**src/logic/decode_defs.svh**
```systemverilog
// Decode stage constants
`ifndef DECODE_DEFS_SVH
`define DECODE_DEFS_SVH
`default_nettype none

`define DEC_XLEN      64
`define DEC_ILEN      32
`define DEC_REG_AW    5
`define DEC_CREDITS   4
`define DEC_CREDIT_W  3

// Major opcodes
`define DEC_OP_OP       7'b0110011
`define DEC_OP_OP_32    7'b0111011
`define DEC_OP_IMM      7'b0010011
`define DEC_OP_IMM_32   7'b0011011
`define DEC_OP_LUI      7'b0110111
`define DEC_OP_AUIPC    7'b0010111
`define DEC_OP_JAL      7'b1101111
`define DEC_OP_JALR     7'b1100111
`define DEC_OP_BRANCH   7'b1100011
`define DEC_OP_LOAD     7'b0000011
`define DEC_OP_STORE    7'b0100011

// funct7 groups
`define DEC_F7_BASE     7'b0000000
`define DEC_F7_ALT      7'b0100000
`define DEC_F7_MULDIV   7'b0000001

`default_nettype wire
`endif

```
**src/logic/decode_pkg.sv**
```systemverilog
// Decode stage types
`include "decode_defs.svh"
`default_nettype none

package decode_pkg;

   typedef logic [`DEC_ILEN-1:0]     instr_t;
   typedef logic [`DEC_XLEN-1:0]     dword_t;
   typedef logic [`DEC_REG_AW-1:0]   reg_addr_t;
   typedef logic [`DEC_CREDIT_W-1:0] credit_t;

   typedef enum logic [1:0]
   {
      e_pipe_int,
      e_pipe_mul,
      e_pipe_long,
      e_pipe_mem
   } pipe_e;

   // Integer, M extension, then memory access size
   typedef enum logic [4:0]
   {
      e_int_op_add, e_int_op_sub, e_int_op_sll, e_int_op_slt,
      e_int_op_sltu, e_int_op_xor, e_int_op_srl, e_int_op_sra,
      e_int_op_or, e_int_op_and, e_int_op_eq, e_int_op_ne,
      e_int_op_sge, e_int_op_sgeu, e_int_op_pass_src2, e_int_op_pass_one,
      e_mul_op_mul, e_mul_op_mulh, e_mul_op_mulhsu, e_mul_op_mulhu,
      e_mul_op_div, e_mul_op_divu, e_mul_op_rem, e_mul_op_remu,
      e_mem_op_b, e_mem_op_h, e_mem_op_w, e_mem_op_d,
      e_mem_op_bu, e_mem_op_hu, e_mem_op_wu
   } fu_op_e;

   typedef enum logic
   {
      e_src1_is_rs1,
      e_src1_is_pc
   } src1_sel_e;

   typedef enum logic
   {
      e_src2_is_rs2,
      e_src2_is_imm
   } src2_sel_e;

   typedef enum logic
   {
      e_state_run,
      e_state_halt
   } stage_state_e;

endpackage

`default_nettype wire

```
**src/logic/decode_if.sv**
```systemverilog
// Decoded control fields
`default_nettype none

interface decode_if
   import decode_pkg::*;
();

   pipe_e     pipe;
   fu_op_e    fu_op;
   src1_sel_e src1_sel;
   src2_sel_e src2_sel;
   logic      irf_w_v;
   logic      branch_v;
   logic      jump_v;
   logic      mem_r_v;
   logic      mem_w_v;
   logic      word_v;
   logic      illegal;

   modport producer (output pipe, fu_op, src1_sel, src2_sel, irf_w_v, branch_v,
                     jump_v, mem_r_v, mem_w_v, word_v, illegal);
   modport consumer (input pipe, fu_op, src1_sel, src2_sel, irf_w_v, branch_v,
                     jump_v, mem_r_v, mem_w_v, word_v, illegal);

endinterface

`default_nettype wire

```
**src/logic/instr_decoder.sv**
```systemverilog
// RV64IM instruction decoder
`include "decode_defs.svh"
`default_nettype none

module instr_decoder
   import decode_pkg::*;
(
   input  instr_t     instr_i,
   decode_if.producer dec
);

   logic [6:0] opcode;
   logic [2:0] funct3;
   logic [6:0] funct7;
   logic [6:0] shift_hi;
   reg_addr_t  rd;
   logic       rd_nz;
   logic       op_32;

   assign opcode = instr_i[6:0];
   assign rd     = instr_i[11:7];
   assign funct3 = instr_i[14:12];
   assign funct7 = instr_i[31:25];
   assign rd_nz  = (rd != '0);
   assign op_32  = (opcode == `DEC_OP_OP_32) || (opcode == `DEC_OP_IMM_32);
   // shamt is 6 bits wide on RV64, 5 bits for the word forms
   assign shift_hi = op_32 ? funct7 : {instr_i[31:26], 1'b0};

   always_comb
   begin
      dec.pipe     = e_pipe_int;
      dec.fu_op    = e_int_op_add;
      dec.src1_sel = e_src1_is_rs1;
      dec.src2_sel = e_src2_is_rs2;
      dec.irf_w_v  = 1'b0;
      dec.branch_v = 1'b0;
      dec.jump_v   = 1'b0;
      dec.mem_r_v  = 1'b0;
      dec.mem_w_v  = 1'b0;
      dec.word_v   = op_32;
      dec.illegal  = 1'b0;

      unique case (opcode)
         `DEC_OP_OP, `DEC_OP_OP_32:
         begin
            dec.irf_w_v = rd_nz;
            if (funct7 == `DEC_F7_MULDIV)
            begin
               // Plain multiply is pipelined
               dec.pipe = (funct3 == 3'b000) ? e_pipe_mul : e_pipe_long;
               unique case (funct3)
                  3'b000: dec.fu_op = e_mul_op_mul;
                  3'b001: dec.fu_op = e_mul_op_mulh;
                  3'b010: dec.fu_op = e_mul_op_mulhsu;
                  3'b011: dec.fu_op = e_mul_op_mulhu;
                  3'b100: dec.fu_op = e_mul_op_div;
                  3'b101: dec.fu_op = e_mul_op_divu;
                  3'b110: dec.fu_op = e_mul_op_rem;
                  3'b111: dec.fu_op = e_mul_op_remu;
               endcase
               // No high-half multiplies in the word forms
               dec.illegal = op_32 && (funct3 inside {3'b001, 3'b010, 3'b011});
            end
            else if (funct7 == `DEC_F7_BASE)
            begin
               unique case (funct3)
                  3'b000: dec.fu_op = e_int_op_add;
                  3'b001: dec.fu_op = e_int_op_sll;
                  3'b010: dec.fu_op = e_int_op_slt;
                  3'b011: dec.fu_op = e_int_op_sltu;
                  3'b100: dec.fu_op = e_int_op_xor;
                  3'b101: dec.fu_op = e_int_op_srl;
                  3'b110: dec.fu_op = e_int_op_or;
                  3'b111: dec.fu_op = e_int_op_and;
               endcase
               dec.illegal = op_32 && !(funct3 inside {3'b000, 3'b001, 3'b101});
            end
            else if (funct7 == `DEC_F7_ALT && funct3 == 3'b000)
               dec.fu_op = e_int_op_sub;
            else if (funct7 == `DEC_F7_ALT && funct3 == 3'b101)
               dec.fu_op = e_int_op_sra;
            else
               dec.illegal = 1'b1;
         end
         `DEC_OP_IMM, `DEC_OP_IMM_32:
         begin
            dec.irf_w_v  = rd_nz;
            dec.src2_sel = e_src2_is_imm;
            unique case (funct3)
               3'b000: dec.fu_op = e_int_op_add;
               3'b010: dec.fu_op = e_int_op_slt;
               3'b011: dec.fu_op = e_int_op_sltu;
               3'b100: dec.fu_op = e_int_op_xor;
               3'b110: dec.fu_op = e_int_op_or;
               3'b111: dec.fu_op = e_int_op_and;
               3'b001:
               begin
                  dec.fu_op   = e_int_op_sll;
                  dec.illegal = (shift_hi != `DEC_F7_BASE);
               end
               3'b101:
               begin
                  dec.fu_op   = (shift_hi == `DEC_F7_ALT) ? e_int_op_sra : e_int_op_srl;
                  dec.illegal = !(shift_hi inside {`DEC_F7_BASE, `DEC_F7_ALT});
               end
            endcase
            if (op_32 && (funct3 inside {3'b010, 3'b011, 3'b100, 3'b110, 3'b111}))
               dec.illegal = 1'b1;
         end
         `DEC_OP_LUI:
         begin
            dec.irf_w_v  = rd_nz;
            dec.fu_op    = e_int_op_pass_src2;
            dec.src2_sel = e_src2_is_imm;
         end
         `DEC_OP_AUIPC:
         begin
            dec.irf_w_v  = rd_nz;
            dec.src1_sel = e_src1_is_pc;
            dec.src2_sel = e_src2_is_imm;
         end
         `DEC_OP_JAL, `DEC_OP_JALR:
         begin
            dec.irf_w_v  = rd_nz;
            dec.branch_v = 1'b1;
            dec.jump_v   = 1'b1;
            dec.fu_op    = e_int_op_pass_one;
            dec.src1_sel = (opcode == `DEC_OP_JAL) ? e_src1_is_pc : e_src1_is_rs1;
            dec.illegal  = (opcode == `DEC_OP_JALR) && (funct3 != 3'b000);
         end
         `DEC_OP_BRANCH:
         begin
            dec.branch_v = 1'b1;
            unique case (funct3)
               3'b000:  dec.fu_op = e_int_op_eq;
               3'b001:  dec.fu_op = e_int_op_ne;
               3'b100:  dec.fu_op = e_int_op_slt;
               3'b101:  dec.fu_op = e_int_op_sge;
               3'b110:  dec.fu_op = e_int_op_sltu;
               3'b111:  dec.fu_op = e_int_op_sgeu;
               default: dec.illegal = 1'b1;
            endcase
         end
         `DEC_OP_LOAD:
         begin
            dec.pipe     = e_pipe_mem;
            dec.irf_w_v  = rd_nz;
            dec.mem_r_v  = 1'b1;
            dec.src2_sel = e_src2_is_imm;
            unique case (funct3)
               3'b000:  dec.fu_op = e_mem_op_b;
               3'b001:  dec.fu_op = e_mem_op_h;
               3'b010:  dec.fu_op = e_mem_op_w;
               3'b011:  dec.fu_op = e_mem_op_d;
               3'b100:  dec.fu_op = e_mem_op_bu;
               3'b101:  dec.fu_op = e_mem_op_hu;
               3'b110:  dec.fu_op = e_mem_op_wu;
               default: dec.illegal = 1'b1;
            endcase
         end
         `DEC_OP_STORE:
         begin
            dec.pipe     = e_pipe_mem;
            dec.mem_w_v  = 1'b1;
            dec.src2_sel = e_src2_is_imm;
            unique case (funct3)
               3'b000:  dec.fu_op = e_mem_op_b;
               3'b001:  dec.fu_op = e_mem_op_h;
               3'b010:  dec.fu_op = e_mem_op_w;
               3'b011:  dec.fu_op = e_mem_op_d;
               default: dec.illegal = 1'b1;
            endcase
         end
         default:
            dec.illegal = 1'b1;
      endcase

      // Illegal packets carry no side effects
      if (dec.illegal)
      begin
         dec.irf_w_v  = 1'b0;
         dec.branch_v = 1'b0;
         dec.jump_v   = 1'b0;
         dec.mem_r_v  = 1'b0;
         dec.mem_w_v  = 1'b0;
      end
   end

endmodule

`default_nettype wire

```
**src/logic/imm_gen.sv**
```systemverilog
// Immediate generator
`include "decode_defs.svh"
`default_nettype none

module imm_gen
   import decode_pkg::*;
(
   input  instr_t instr_i,
   output dword_t imm_o
);

   logic sign;

   assign sign = instr_i[31];

   always_comb
   begin
      unique case (instr_i[6:0])
         `DEC_OP_LUI, `DEC_OP_AUIPC:
            imm_o = {{(`DEC_XLEN-32){sign}}, instr_i[31:12], 12'b0};
         `DEC_OP_JAL:
            imm_o = {{(`DEC_XLEN-21){sign}}, instr_i[31], instr_i[19:12],
                     instr_i[20], instr_i[30:21], 1'b0};
         `DEC_OP_BRANCH:
            imm_o = {{(`DEC_XLEN-13){sign}}, instr_i[31], instr_i[7],
                     instr_i[30:25], instr_i[11:8], 1'b0};
         `DEC_OP_STORE:
            imm_o = {{(`DEC_XLEN-12){sign}}, instr_i[31:25], instr_i[11:7]};
         // Shifts keep funct7 bits here, the ALU masks the shamt
         `DEC_OP_JALR, `DEC_OP_LOAD, `DEC_OP_IMM, `DEC_OP_IMM_32:
            imm_o = {{(`DEC_XLEN-12){sign}}, instr_i[31:20]};
         default:
            imm_o = '0;
      endcase
   end

endmodule

`default_nettype wire

```
**src/logic/credit_counter.sv**
```systemverilog
// Issue queue credit counter
`include "decode_defs.svh"
`default_nettype none

module credit_counter
   import decode_pkg::*;
(
   input  logic clk_i,
   input  logic rst_i,
   input  logic take_i,
   input  logic credit_i,
   output logic credit_avail_o
);

   credit_t count_q;

   // Take and return in the same cycle cancel out
   always_ff @(posedge clk_i)
   begin
      if (rst_i)
         count_q <= credit_t'(`DEC_CREDITS);
      else if (take_i && !credit_i)
         count_q <= count_q - credit_t'(1);
      else if (credit_i && !take_i)
         count_q <= count_q + credit_t'(1);
   end

   assign credit_avail_o = (count_q != '0);

   // Consumer never returns more than it was given
   count_max_a: assert property (@(posedge clk_i) disable iff (rst_i)
      count_q <= credit_t'(`DEC_CREDITS))
      else $error("credit count above queue depth");

   take_at_zero_a: assert property (@(posedge clk_i) disable iff (rst_i)
      take_i |-> credit_avail_o)
      else $error("credit taken with none left");

endmodule

`default_nettype wire

```
**src/logic/issue_ctrl.sv**
```systemverilog
// Run and halt control
`default_nettype none

module issue_ctrl
   import decode_pkg::*;
(
   input  logic       clk_i,
   input  logic       rst_i,
   input  logic       instr_v_i,
   input  logic       credit_avail_i,
   decode_if.consumer dec,
   input  logic       redirect_i,
   output logic       instr_ready_o,
   output logic       accept_o
);

   stage_state_e state_q;
   stage_state_e state_d;

   assign instr_ready_o = (state_q == e_state_run) && credit_avail_i;
   assign accept_o      = instr_v_i && instr_ready_o;

   always_comb
   begin
      state_d = state_q;
      unique case (state_q)
         e_state_run:
            if (accept_o && dec.illegal)
               state_d = e_state_halt;
         e_state_halt:
            // Front end refetches from the trap target
            if (redirect_i)
               state_d = e_state_run;
      endcase
   end

   always_ff @(posedge clk_i)
   begin
      if (rst_i)
         state_q <= e_state_run;
      else
         state_q <= state_d;
   end

endmodule

`default_nettype wire

```
**src/logic/decode_stage.sv**
```systemverilog
// Registered decode stage
`default_nettype none

module decode_stage
   import decode_pkg::*;
(
   input  logic      clk_i,
   input  logic      rst_i,
   input  logic      instr_v_i,
   input  instr_t    instr_i,
   output logic      instr_ready_o,
   input  logic      credit_i,
   input  logic      redirect_i,
   output logic      dec_v_o,
   output pipe_e     dec_pipe_o,
   output fu_op_e    dec_fu_op_o,
   output src1_sel_e dec_src1_sel_o,
   output src2_sel_e dec_src2_sel_o,
   output logic      dec_irf_w_o,
   output logic      dec_branch_o,
   output logic      dec_jump_o,
   output logic      dec_mem_r_o,
   output logic      dec_mem_w_o,
   output logic      dec_word_o,
   output logic      dec_illegal_o,
   output dword_t    dec_imm_o
);

   decode_if dec_if ();

   dword_t imm;
   logic   accept;
   logic   credit_avail;

   instr_decoder u_instr_decoder
   (
      .instr_i (instr_i),
      .dec     (dec_if)
   );

   imm_gen u_imm_gen
   (
      .instr_i (instr_i),
      .imm_o   (imm)
   );

   credit_counter u_credit_counter
   (
      .clk_i          (clk_i),
      .rst_i          (rst_i),
      .take_i         (accept),
      .credit_i       (credit_i),
      .credit_avail_o (credit_avail)
   );

   issue_ctrl u_issue_ctrl
   (
      .clk_i          (clk_i),
      .rst_i          (rst_i),
      .instr_v_i      (instr_v_i),
      .credit_avail_i (credit_avail),
      .dec            (dec_if),
      .redirect_i     (redirect_i),
      .instr_ready_o  (instr_ready_o),
      .accept_o       (accept)
   );

   // Packet register
   always_ff @(posedge clk_i)
   begin
      if (accept)
      begin
         dec_pipe_o     <= dec_if.pipe;
         dec_fu_op_o    <= dec_if.fu_op;
         dec_src1_sel_o <= dec_if.src1_sel;
         dec_src2_sel_o <= dec_if.src2_sel;
         dec_irf_w_o    <= dec_if.irf_w_v;
         dec_branch_o   <= dec_if.branch_v;
         dec_jump_o     <= dec_if.jump_v;
         dec_mem_r_o    <= dec_if.mem_r_v;
         dec_mem_w_o    <= dec_if.mem_w_v;
         dec_word_o     <= dec_if.word_v;
         dec_illegal_o  <= dec_if.illegal;
         dec_imm_o      <= imm;
      end
   end

   always_ff @(posedge clk_i)
   begin
      if (rst_i)
         dec_v_o <= 1'b0;
      else
         dec_v_o <= accept;
   end

endmodule

`default_nettype wire

```
**config.mk**
```make
export PLATFORM = sky130hd
export DESIGN_NAME = decode_stage
export DESIGN_NICKNAME = d
export VERILOG_FILES = /design/src/logic/decode_pkg.sv /design/src/logic/decode_if.sv /design/src/logic/instr_decoder.sv /design/src/logic/imm_gen.sv /design/src/logic/credit_counter.sv /design/src/logic/issue_ctrl.sv /design/src/logic/decode_stage.sv
export VERILOG_INCLUDE_DIRS = /design/src /design/src/logic
export SDC_FILE = /design/constraint.sdc
export NUM_CORES = 1
export LEC_CHECK = 0
export BUFFER_PORTS_ARGS = -buffer_cell sky130_fd_sc_hd__buf_2
export CAP_MARGIN = 20
export CORE_MARGIN = 2
export CORE_UTILIZATION = 45
export CTS_BUF_LIST = sky130_fd_sc_hd__clkbuf_4 sky130_fd_sc_hd__clkbuf_8 sky130_fd_sc_hd__clkbuf_16
export CTS_CLUSTER_DIAMETER = 120
export DETAILED_ROUTE_END_ITERATION = 10
export PLACE_DENSITY = 0.87
export SYNTH_ARGS = -nofsm -noshare
export SYNTH_HDL_FRONTEND = slang
export SYNTH_SLANG_ARGS = --single-unit
```
**constraint.sdc**
```tcl
create_clock -name clk_i -period 3.4 [get_ports clk_i]
set_clock_uncertainty 0.15 [all_clocks]
set_input_delay 0.68 -clock clk_i [delete_from_list [all_inputs] [get_ports clk_i]]
set_output_delay 0.68 -clock clk_i [all_outputs]
set_load 0.05 [all_outputs]
```
* After elaboration in Yosys (flattened, before gate mapping) *
Memories as Yosys holds them, arrays and structs flattened.
Cells that the tools add are included.

cells by class
  $add $sub $neg = 2
  eq/ne operators = 21
  multiplexer cells = 37
  bitwise operators = 2
  reduce and logical (&&, ||, !) cells = 41

operators with widths
  operator                                                               count
  64-bit one-hot mux with 5 select lines                                 1
  5-bit one-hot mux with 7 select lines                                  2
  7-bit by 6-bit equality test with 1-bit output, second input constant  6
  5-bit one-hot mux with 8 select lines                                  1
  4-bit one-hot mux with 6 select lines                                  1
  7-bit by 5-bit equality test with 1-bit output, second input constant  3
  7-bit equality test, second input constant                             3
  5-bit one-hot mux with 4 select lines                                  1
  1-bit two-way mux                                                      18
  5-bit two-way mux                                                      3
  7-bit logical NOT                                                      2
  3-bit equality test, second input constant                             4
  3-bit nonzero test                                                     4
  2-bit OR reduction                                                     6
  6-bit OR reduction                                                     2
  1-bit logical AND                                                      11
  5-bit nonzero test                                                     2
  3-bit two-way mux                                                      3
  9-bit OR reduction                                                     1
  4-bit OR reduction                                                     2
  7-bit by 1-bit equality test with 1-bit output, second input constant  1
  7-bit by 2-bit equality test with 1-bit output, second input constant  1
  1-bit one-hot mux with 7 select lines                                  1
  7-bit nonzero test                                                     1
  14 further kinds                                                       23

storage, ports and cells
  flip-flop bits (word level) = 85
  memory bits (read-only) = 56
  bits of input ports = 37
  memories = 2

memories
  name              words  bits a word  rd ports  clocked after Yosys merged registers in  write ports  line                 text
  (name not given)  8      4            1         0                                        0            instr_decoder.sv:66  unique case (funct3)
  (name not given)  8      3            1         0                                        0            instr_decoder.sv:51  unique case (funct3)

* Depth between registers and ports, before layout *
Gate-level depths: netlist of the first run.

  word-level depth = 12
  depth in mapped cells = 9

* Modules after synthesis *
Synthesis of the first run repeated with hierarchy kept, for this count alone.

unflattened totals
  cell total of the unflattened synthesis = 345
  area, all modules = 4242.8 µm²

by module, submodules not included
  module          times used  cells each  area each (µm²)  seq. area each (µm²)
  decode_stage    1           82          2436.1           2422.3
  instr_decoder   1           138         838.3            0.0
  imm_gen         1           104         757.0            0.0
  credit_counter  1           15          156.4            60.1
  issue_ctrl      1           6           55.1             20.0

* Least setup slack after synthesis of the first run *
No wires, ideal clock.

  path kind = reg2reg
  from = register u_credit_counter.count_q[0]
  to = register u_credit_counter.count_q[2]
  setup time = 0.132 ns
  arrival time = 3.933 ns
  slack = -0.815 ns
  cell stages (with the launch flop) = 10
  buffers on the path = 0
  cell sequence = dfxtp_1 nor3_1 nor2_1 and2_1 ha_1 inv_1 fa_1 xor2_1 o21ai_0 or3b_2

on the way
  word-level cells in the longest chain between the ends = 6

RTL lines
  element                       line                  text
  from (decl)                   credit_counter.sv:15  credit_t count_q;
  from (signal assigned)        credit_counter.sv:21  count_q <= credit_t'(`DEC_CREDITS);
  from (signal assigned)        credit_counter.sv:23  count_q <= count_q - credit_t'(1);
  from (signal assigned)        credit_counter.sv:25  count_q <= count_q + credit_t'(1);
  3-bit nonzero test *          credit_counter.sv:28  assign credit_avail_o = (count_q != '0);
  1-bit logical AND *           issue_ctrl.sv:20      assign instr_ready_o = (state_q == e_state_run) && credit_avail_i;
  named net instr_ready_o       decode_stage.sv:11    output logic instr_ready_o,
  1-bit logical AND *           issue_ctrl.sv:21      assign accept_o = instr_v_i && instr_ready_o;
  named net accept              decode_stage.sv:32    logic accept;
  1-bit logical NOT             credit_counter.sv:24  else if (credit_i && !take_i)
  1-bit logical AND             credit_counter.sv:24
  2-bit nonzero test (no line)  --

Mark *: on every way through the listed nets, which the timed path passes. The rest lies on a longest branch. The select of a mux whose other input is x is not followed.
A chain may end at the register's enable or synchronous reset.

* Worst setup path after layout of the first run *
  from = input instr_i[13]
  to = register dec_irf_w_o, data pin

on the way
  word-level cells in the longest chain between the ends = 8

RTL lines
  element                                                         line                                      text
  from (decl)                                                     decode_stage.sv:10                        input instr_t instr_i,
  3-bit equality test, or another cell as far along               --
  1-bit logical AND / 3-bit nonzero test (equally long branches)  instr_decoder.sv:80, instr_decoder.sv:76
  1-bit two-way mux / 1-bit logical NOT (equally long branches)   instr_decoder.sv:80, instr_decoder.sv:76
  1-bit two-way mux / 1-bit logical AND (equally long branches)   instr_decoder.sv:78, instr_decoder.sv:76
  1-bit two-way mux                                               instr_decoder.sv:64                       else if (funct7 == `DEC_F7_BASE)
  1-bit two-way mux                                               instr_decoder.sv:47                       if (funct7 == `DEC_F7_MULDIV)
  1-bit one-hot mux with 7 select lines *                         instr_decoder.sv:43                       unique case (opcode)
  named net dec_if.illegal                                        decode_if.sv:18                           logic illegal;
  2-bit OR reduction (no line) *                                  --
  to (signal assigned)                                            decode_stage.sv:77                        dec_irf_w_o <= dec_if.irf_w_v;
  to (decl)                                                       decode_stage.sv:19                        output logic dec_irf_w_o,

Mark *: on every way through the listed nets, which the timed path passes. The rest lies on a longest branch.

==> summary.txt, run 1 <==
Status
  • Outcome: complete, no violations

Clocking
  • CTS tree: built
  • Root Driver: clkbuf_8
  • Clock sinks: 53
  • CTS Hold Buffers Added: 0
  • CTS Buffer Depth: 2
  • Clk pin slew, worst setup/hold paths: around 100 ps
  • Total CTS buffers: 5
  • Postcts setup bufs: 0
  • Clock insertion delay at the later pin of the skew report: 310 ps
  • Post-CTS sizing: 0
  • H-tree depth: 2

Synthesis
  • Synth area leader: edfxtp_1
  • Synth unique cells: 58
  • Syn nets: around 350
  • EDFF count, synth: 48
  • Synthesized area: approximately 0.0032 sq mm
  • Most frequent cell after synthesis: edfxtp_1
  • Yosys top cell area share: 44.4%
  • Sequential fraction of the synthesis area: between 40% and 50%
  • Cells after Synth: around 300
  • Top_reg_cell synth: edfxtp_1
  • Synth area leaders: edfxtp_1 44%, buf_4 8.3%, a21o_1 4.6%, dfxtp_1 3.1%, o21ai_0 2.3%
  • FFs w/ async S/R, synth: 0%
  • Synth Register Bits: 53
  • Synth top cells by count: 48 x edfxtp_1, 36 x buf_4, 20 x a21o_1
  • Yosys warns: 0
  • Avg Inst Size Synth: 10.7 sq um

Global route
  • GRT met1 Usage: 26.5%
  • First-pass GRT wire length: around 12000 um
  • Grt met2 use: 33.0%
  • Antenna violations before repair: 0
  • Global-route track usage on met3: under 10%
  • Vias in the first global route: between 2000 and 2500
  • Grt ovf: 0
  • Largest net degree at the start of global routing: 50
  • Layer with the highest usage: met2
  • Total Routing Usage GR: 20.2%

Final layout
  • N_diodes: 0
  • Fill cells: 660
  • Fin cells: slightly below 500
  • P&R area growth vs syn: 16.5%
  • Share of layout cells above drive strength 1: a little under two fifths
  • Layout Nets: 428

Critical path
  • CP endpoint kind: flop
  • Critical path peak fanout: 10
  • Crit path kind: in2reg
  • Reg2reg start: u_credit_counter.count_q[0]$_SDFFE_PP0P_
  • R2R Setup Slk: just over 1000 ps
  • CP required: around 3400 ps
  • Slowest stage delay, CP: between 300 and 400 ps
  • Worst R2R Path Depth: 9
  • Crit path cell chain: buf_2 > inv_1 > ha_1 > nand2b_1 > a22oi_1 > nor4b_1 > a2111oi_4 > nand4_4 > a2111oi_4
  • Slowest cell on crit path: ha_1
  • Worst setup SP type: input pin
  • Cell mode on critical path: a2111oi_4
  • Worst Path Arrival: 2610 ps
  • FF-to-FF End: u_credit_counter.count_q[2]$_SDFFE_PP1P_

Floorplan
  • Starting Density: 47.0%
  • Die ar.: approximately 0.0079 sq mm
  • Row Count: 30
  • Core Area: between 0.006 and 0.007 sq mm
  • Die width: roughly 89 um
  • Die Height: roughly 89 um
  • I/O pins: ~120

Routing
  • Final WL: roughly 8000 um
  • DR pass1 iterations: 7
  • Wirelength per Cell: about 17 um
  • DR DRC count: 0
  • Initial drt markers: 203
  • Via count: about 2800
  • Antenna Nets Post-Route: 0
  • Via-to-Cell Ratio: approximately 5.7

Timing
  • Final min period: between 2000 and 3000 ps
  • Final Setup Violations: 0
  • Worst-Margin Slew: between 600 and 700 ps
  • TNS Setup: 0 ps
  • Fin. Hold Viols: 0
  • Post-route setup slack: around 760 ps
  • Slew Limit Fails: 0
  • Normalized max-slew margin: 54.7%
  • Highest Clock Rate: 379 MHz
  • Period utilisation layout: about 78%
  • RSZ-0062 raised after global routing: no

Placed design
  • Dpl ws: about 470 ps
  • GPL Wtd Cong: a little under 1
  • Placed cell count: about 470
  • Port bufs: approximately 120
  • Detailed placement HPWL: roughly 6000 um

Worst hold path
  • Worst Hold Depth: 1
  • Worst Hold Endpoint: u_issue_ctrl.state_q$_SDFF_PP0_
  • Critical hold path startpoint: u_issue_ctrl.state_q$_SDFF_PP0_
  • Worst hold path class: reg2reg

Pwr
  • Leakage: 1.74 nW
  • PD cells: between 500 and 600 mW/mm^2
  • Maximum vdd drop: ~0.16 mV

Job
  • Max Cap Viol: 0
-- sequential cells by signal, indices dropped and copies added (netlist names) --
name and count:
u_credit_counter.count_q 3, dec_branch_o 1, dec_src2_sel_o 1, dec_word_o 1, dec_src1_sel_o 1, dec_illegal_o 1
dec_pipe_o 2, dec_v_o 1, dec_imm_o 32, dec_mem_r_o 1, dec_fu_op_o 5, u_issue_ctrl.state_q 1
dec_irf_w_o 1, dec_mem_w_o 1, dec_jump_o 1
-- cells by family after synthesis --
logic type	Yosys count	share of synthesized area, %
XOR/XNOR	2	0.539
adder cells (fa/ha/maj)	6	2.54
flip-flops	53	47.5
buffers and inverters	61	11.6
AND/OR/NAND/NOR	92	16.7
AO/OA/AOI/OAI	90	21.1
-- power by group --
part,switching (mW),internal [mW]
clock network,0.216,0.221
logic,0.546,0.141
registers,0.0289,0.795
total,0.791,1.16
-- worst max-delay path by stage --
stage	cells past startpoint	slack, ps	to	from
after CTS	9	790	dec_irf_w_o$_SDFFCE_PP0P_	instr_i[13]
after global placement	9	570	dec_irf_w_o$_SDFFCE_PP0P_	instr_i[12]
after detailed placement	9	470	dec_irf_w_o$_SDFFCE_PP0P_	instr_i[13]
after global routing	9	630	dec_irf_w_o$_SDFFCE_PP0P_	instr_i[13]
final	9	760	dec_irf_w_o$_SDFFCE_PP0P_	instr_i[13]
after floorplan	9	270	u_credit_counter.count_q[2]$_SDFFE_PP1P_	u_credit_counter.count_q[0]$_SDFFE_PP0P_
-- cells in the final DEF, fill, tap and decap left out, types with 6 or more instances in the layout --
cell type and instances:
buf_4 6, nor2b_1 8, o21ai_0 15, and2_1 7, a21oi_1 10, inv_1 11, buf_2 118, edfxtp_1 48
nor3_1 8, nand2_1 17, a22o_1 7, nor2_1 18, a21o_1 20
-- critical path: cells and delay by family --
family | cells | cell delay (ps)
AND/OR/NAND/NOR | 3 | 440
adder cells (fa/ha/maj) | 1 | 390
buffers and inverters | 2 | 300
AO/OA/AOI/OAI | 3 | 790
-- cell type report --
type                    count  area (sq um)  area share (%)
repair buffers            124           636            16.8
inverters                  11          41.3            1.09
multi-input cells         190          1330            35.2
clock inverters             3          43.8            1.16
clock buffers               5          68.8            1.82
well taps                  96           120            3.17
flip-flops and latches     53          1540            40.7
-- metal layers --
metal | vias to the layer above | part of all wire [%]
li1 | 1271 | -
met1 | 1278 | 40
met2 | 189 | 47
met3 | 27 | 8.2
met4 | 0 | 4.2
met5 | - | 0
-- stage by stage --
step                      utilization [%]  power, mW  instance area (sq um)  hold slack, ps
after global placement               53.2       1.52                   3670             344
after floorplan                         -       1.42                   3250             312
after global routing                 54.8       2.02                   3780             393
after detailed placement             53.2       1.53                   3670             334
final                                54.8       1.95                   3780             360
after CTS                            54.8       1.95                   3780             363
(Power assumes the default switching activity.)
==> run 2: changes to the inputs <==
clock period = 2.15 ns   (was 3.4 ns; I/O delays follow)
==> run 2 against run 1 <==
  * Count of clock-buffer cells in the layout up 2
  * Total power is 63% higher
  * Die area did not move
  * Final cell count grew 13%
  * Worst setup slack got worse by 740 ps
  * Worst hold slack got worse by 170 ps
  * Global-route usage increased by 1.3 points
  * Cell area rose by 16%
  * Clock power grew 49%
  * Critical endpoint is now u_credit_counter.count_q[2]$_SDFFE_PP1P_
  * Largest power group unchanged
==> summary.txt, run 2 (synthesized netlist as in run 1, its figures left out) <==
Final layout
  • Max FFs per register: 32 (unchanged)
  • Share of layout cells above drive strength 1: 51.1% (+13 points)
  • P&R area growth vs syn: 35.0%
  • Final Core Density: 63.5% (+8.7 points)
  • Largest register by flop count: dec_imm_o
  • N_diodes: 0 (unchanged)
  • Most common cell after layout, fill and taps aside: buf_2
  • Fin cells: 546 (+13%)
  • Commonest cells after routing, fill and taps aside: 116 x buf_2, 70 x buf_4, 48 x edfxtp_1, 20 x a21o_1, 18 x nor2_1
  • Top flop regs: dec_imm_o: 32 flops, dec_fu_op_o: 5 flops, u_credit_counter.count_q: 3 flops
  • Layout Nets: 492 (+15%)

Global route
  • Grt met2 use: 35.9% (+2.8 points)
  • GRT met1 Usage: 28.5% (+2.1 points)
  • First-pass GRT wire length: 12900 um (+4.5%)
  • Antenna violations before repair: 0 (unchanged)
  • Vias in the first global route: 2613 (+4.8%)
  • Grt ovf: 0 (unchanged)
  • Total Routing Usage GR: 21.5% (+1.3 points)
  • Layer with the highest usage: met2
  • Global-route track usage on met3: 4.34% (+2.5 points)
  • Largest net degree at the start of global routing: 50 (unchanged)

Critical path
  • Worst R2R Path Depth: 9 (unchanged)
  • Worst path bufs/invs: 1 (-1)
  • CP required: 2200 ps (-1170 ps)
  • Worst setup SP type: flop
  • R2R Setup Slk: 20 ps (-990 ps)
  • Crit path cell chain: nor3_4 > nor2_4 > and2_4 > ha_4 > inv_2 > fa_2 > xor2_2 > o21ai_1 > or3b_4
  • Crit path kind: reg2reg
  • Top Family by Delay on Critical Path: simple AND/OR/NAND/NOR gates
  • Critical path peak fanout: 3 (-7)
  • FF-to-FF End: u_credit_counter.count_q[2]$_SDFFE_PP1P_
  • Slowest cell on crit path: dfxtp_4
  • CP endpoint kind: flop
  • CP Depth: 9 (unchanged)
  • Reg2reg start: u_credit_counter.count_q[1]$_SDFFE_PP0P_
  • Worst Path Arrival: 2180 ps (-430 ps)
  • Slowest stage delay, CP: 380 ps (about the same)

Timing
  • Final min period: 2130 ps
  • Fin. Hold Viols: 0 (unchanged)
  • TNS Setup: 0 ps (unchanged)
  • Normalized max-slew margin: 52.4% (-2.3 points)
  • Final Setup Violations: 0 (unchanged)
  • Period utilisation layout: roughly 99%
  • RSZ-0062 raised after global routing: yes
  • Worst-Margin Slew: 710 ps (+29.6 ps)
  • Highest Clock Rate: 470 MHz
  • Slew Limit Fails: 0 (unchanged)

Job
  • Max Cap Viol: 0 (unchanged)

Clocking
  • CTS tree: built
  • Clock insertion delay at the later pin of the skew report: 300 ps (about the same)
  • Root Driver: clkbuf_8
  • H-tree depth: 2 (unchanged)
  • CTS Buffer Depth: 2 (unchanged)
  • Clock sinks: 53 (unchanged)
  • Total CTS buffers: 5 (unchanged)
  • CTS Hold Buffers Added: 0 (unchanged)
  • Clk pin slew, worst setup/hold paths: 100 ps (about the same)

Worst hold path
  • Worst Hold Endpoint: u_credit_counter.count_q[0]$_SDFFE_PP0P_
  • Worst Hold Depth: 2 (+1)
  • Worst hold path class: in2reg
  • Critical hold path startpoint: rst_i

Pwr
  • PD cells: 725 mW/mm^2 (+41%)
  • Power consumption: 3.18 mW (+63%)
  • Leakage: 2.06 nW (+18%)
  • Maximum vdd drop: 0.253 mV (+56%)

Floorplan
  • Die Height: 89.0 um (unchanged)
  • I/O pins: 119 (unchanged)
  • Core Area: 0.00691 sq mm (unchanged)
  • Starting Density: 47.0% (unchanged)
  • Die ar.: 0.00791 sq mm (unchanged)
  • Row Count: 30 (unchanged)
  • Die width: 89.0 um (unchanged)

Routing
  • Via count: 2929 (+5.9%)
  • Final WL: 8760 um (+6.3%)
  • Wirelength per Cell: 16.0 um (-6.2%)
  • DR pass1 iterations: 5 (-2)
  • Via-to-Cell Ratio: 5.36 (-6.5%)
  • Antenna Nets Post-Route: 0 (unchanged)
  • Initial drt markers: 231 (+14%)
  • DR DRC count: 0 (unchanged)

Placed design
  • Placed cell count: 537 (+13%)
  • GPL Wtd Cong: 0.975 (+0.41%)
  • Port bufs: 118 (unchanged)
  • Detailed placement HPWL: 6820 um (+12%)

Status
  • Outcome: complete, no violations
run 2: how the worst max path moves through the flow:
stage / start / endpoint / slack [ps]
floorplan: u_credit_counter.count_q[0]$_SDFFE_PP0P_ / u_credit_counter.count_q[2]$_SDFFE_PP1P_ / -550
global placement: instr_i[13] / dec_irf_w_o$_SDFFCE_PP0P_ / -430
detailed placement: instr_i[13] / dec_irf_w_o$_SDFFCE_PP0P_ / -400
CTS: instr_i[12] / dec_irf_w_o$_SDFFCE_PP0P_ / 10
global route: instr_i[12] / dec_branch_o$_SDFFCE_PP0P_ / -30
finish: u_credit_counter.count_q[1]$_SDFFE_PP0P_ / u_credit_counter.count_q[2]$_SDFFE_PP1P_ / 20
run 2: layer usage:
| layer | wire length [um] | part of all wire (%) |
|---|---|---|
| met1 | 3650 | 42 |
| met5 | 0 | 0 |
| met4 | 148 | 1.7 |
| met3 | 770 | 8.8 |
| met2 | 4190 | 48 |
run 2: layout make-up:
type,count,area (sq um)
Multi-Input combinational cell,190,1430
Inverter,11,46.3
Tap cell,96,120
Clock buffer,7,101
Fill cell,635,2520
Timing Repair Buffer,188,1120
Sequential cell,53,1550
Clock inverter,1,8.76
run 2: repair_timing:
item / in CTS / in global routing
gates resized for setup: 2 / 12
setup buffers: 0 / 1
pin swaps: 0 / 8
endpoints found under the setup margin: 4 / 7
run 2: report_power, final:
group,switching (mW),internal [mW],total [mW]
clock network,0.335,0.316,0.651
logic,0.907,0.314,1.22
registers,0.0418,1.26,1.31
total,1.28,1.89,3.18
run 2: metrics by stage:
step | area (sq um) | setup WS [ps] | hold WS (ps)
floorplan | 3330 | -553 | 345
global placement | 4210 | -427 | 359
detailed placement | 4210 | -405 | 382
CTS | 4330 | 13.8 | 182
global route | 4380 | -27.6 | 195
finish | 4380 | 20.6 | 186
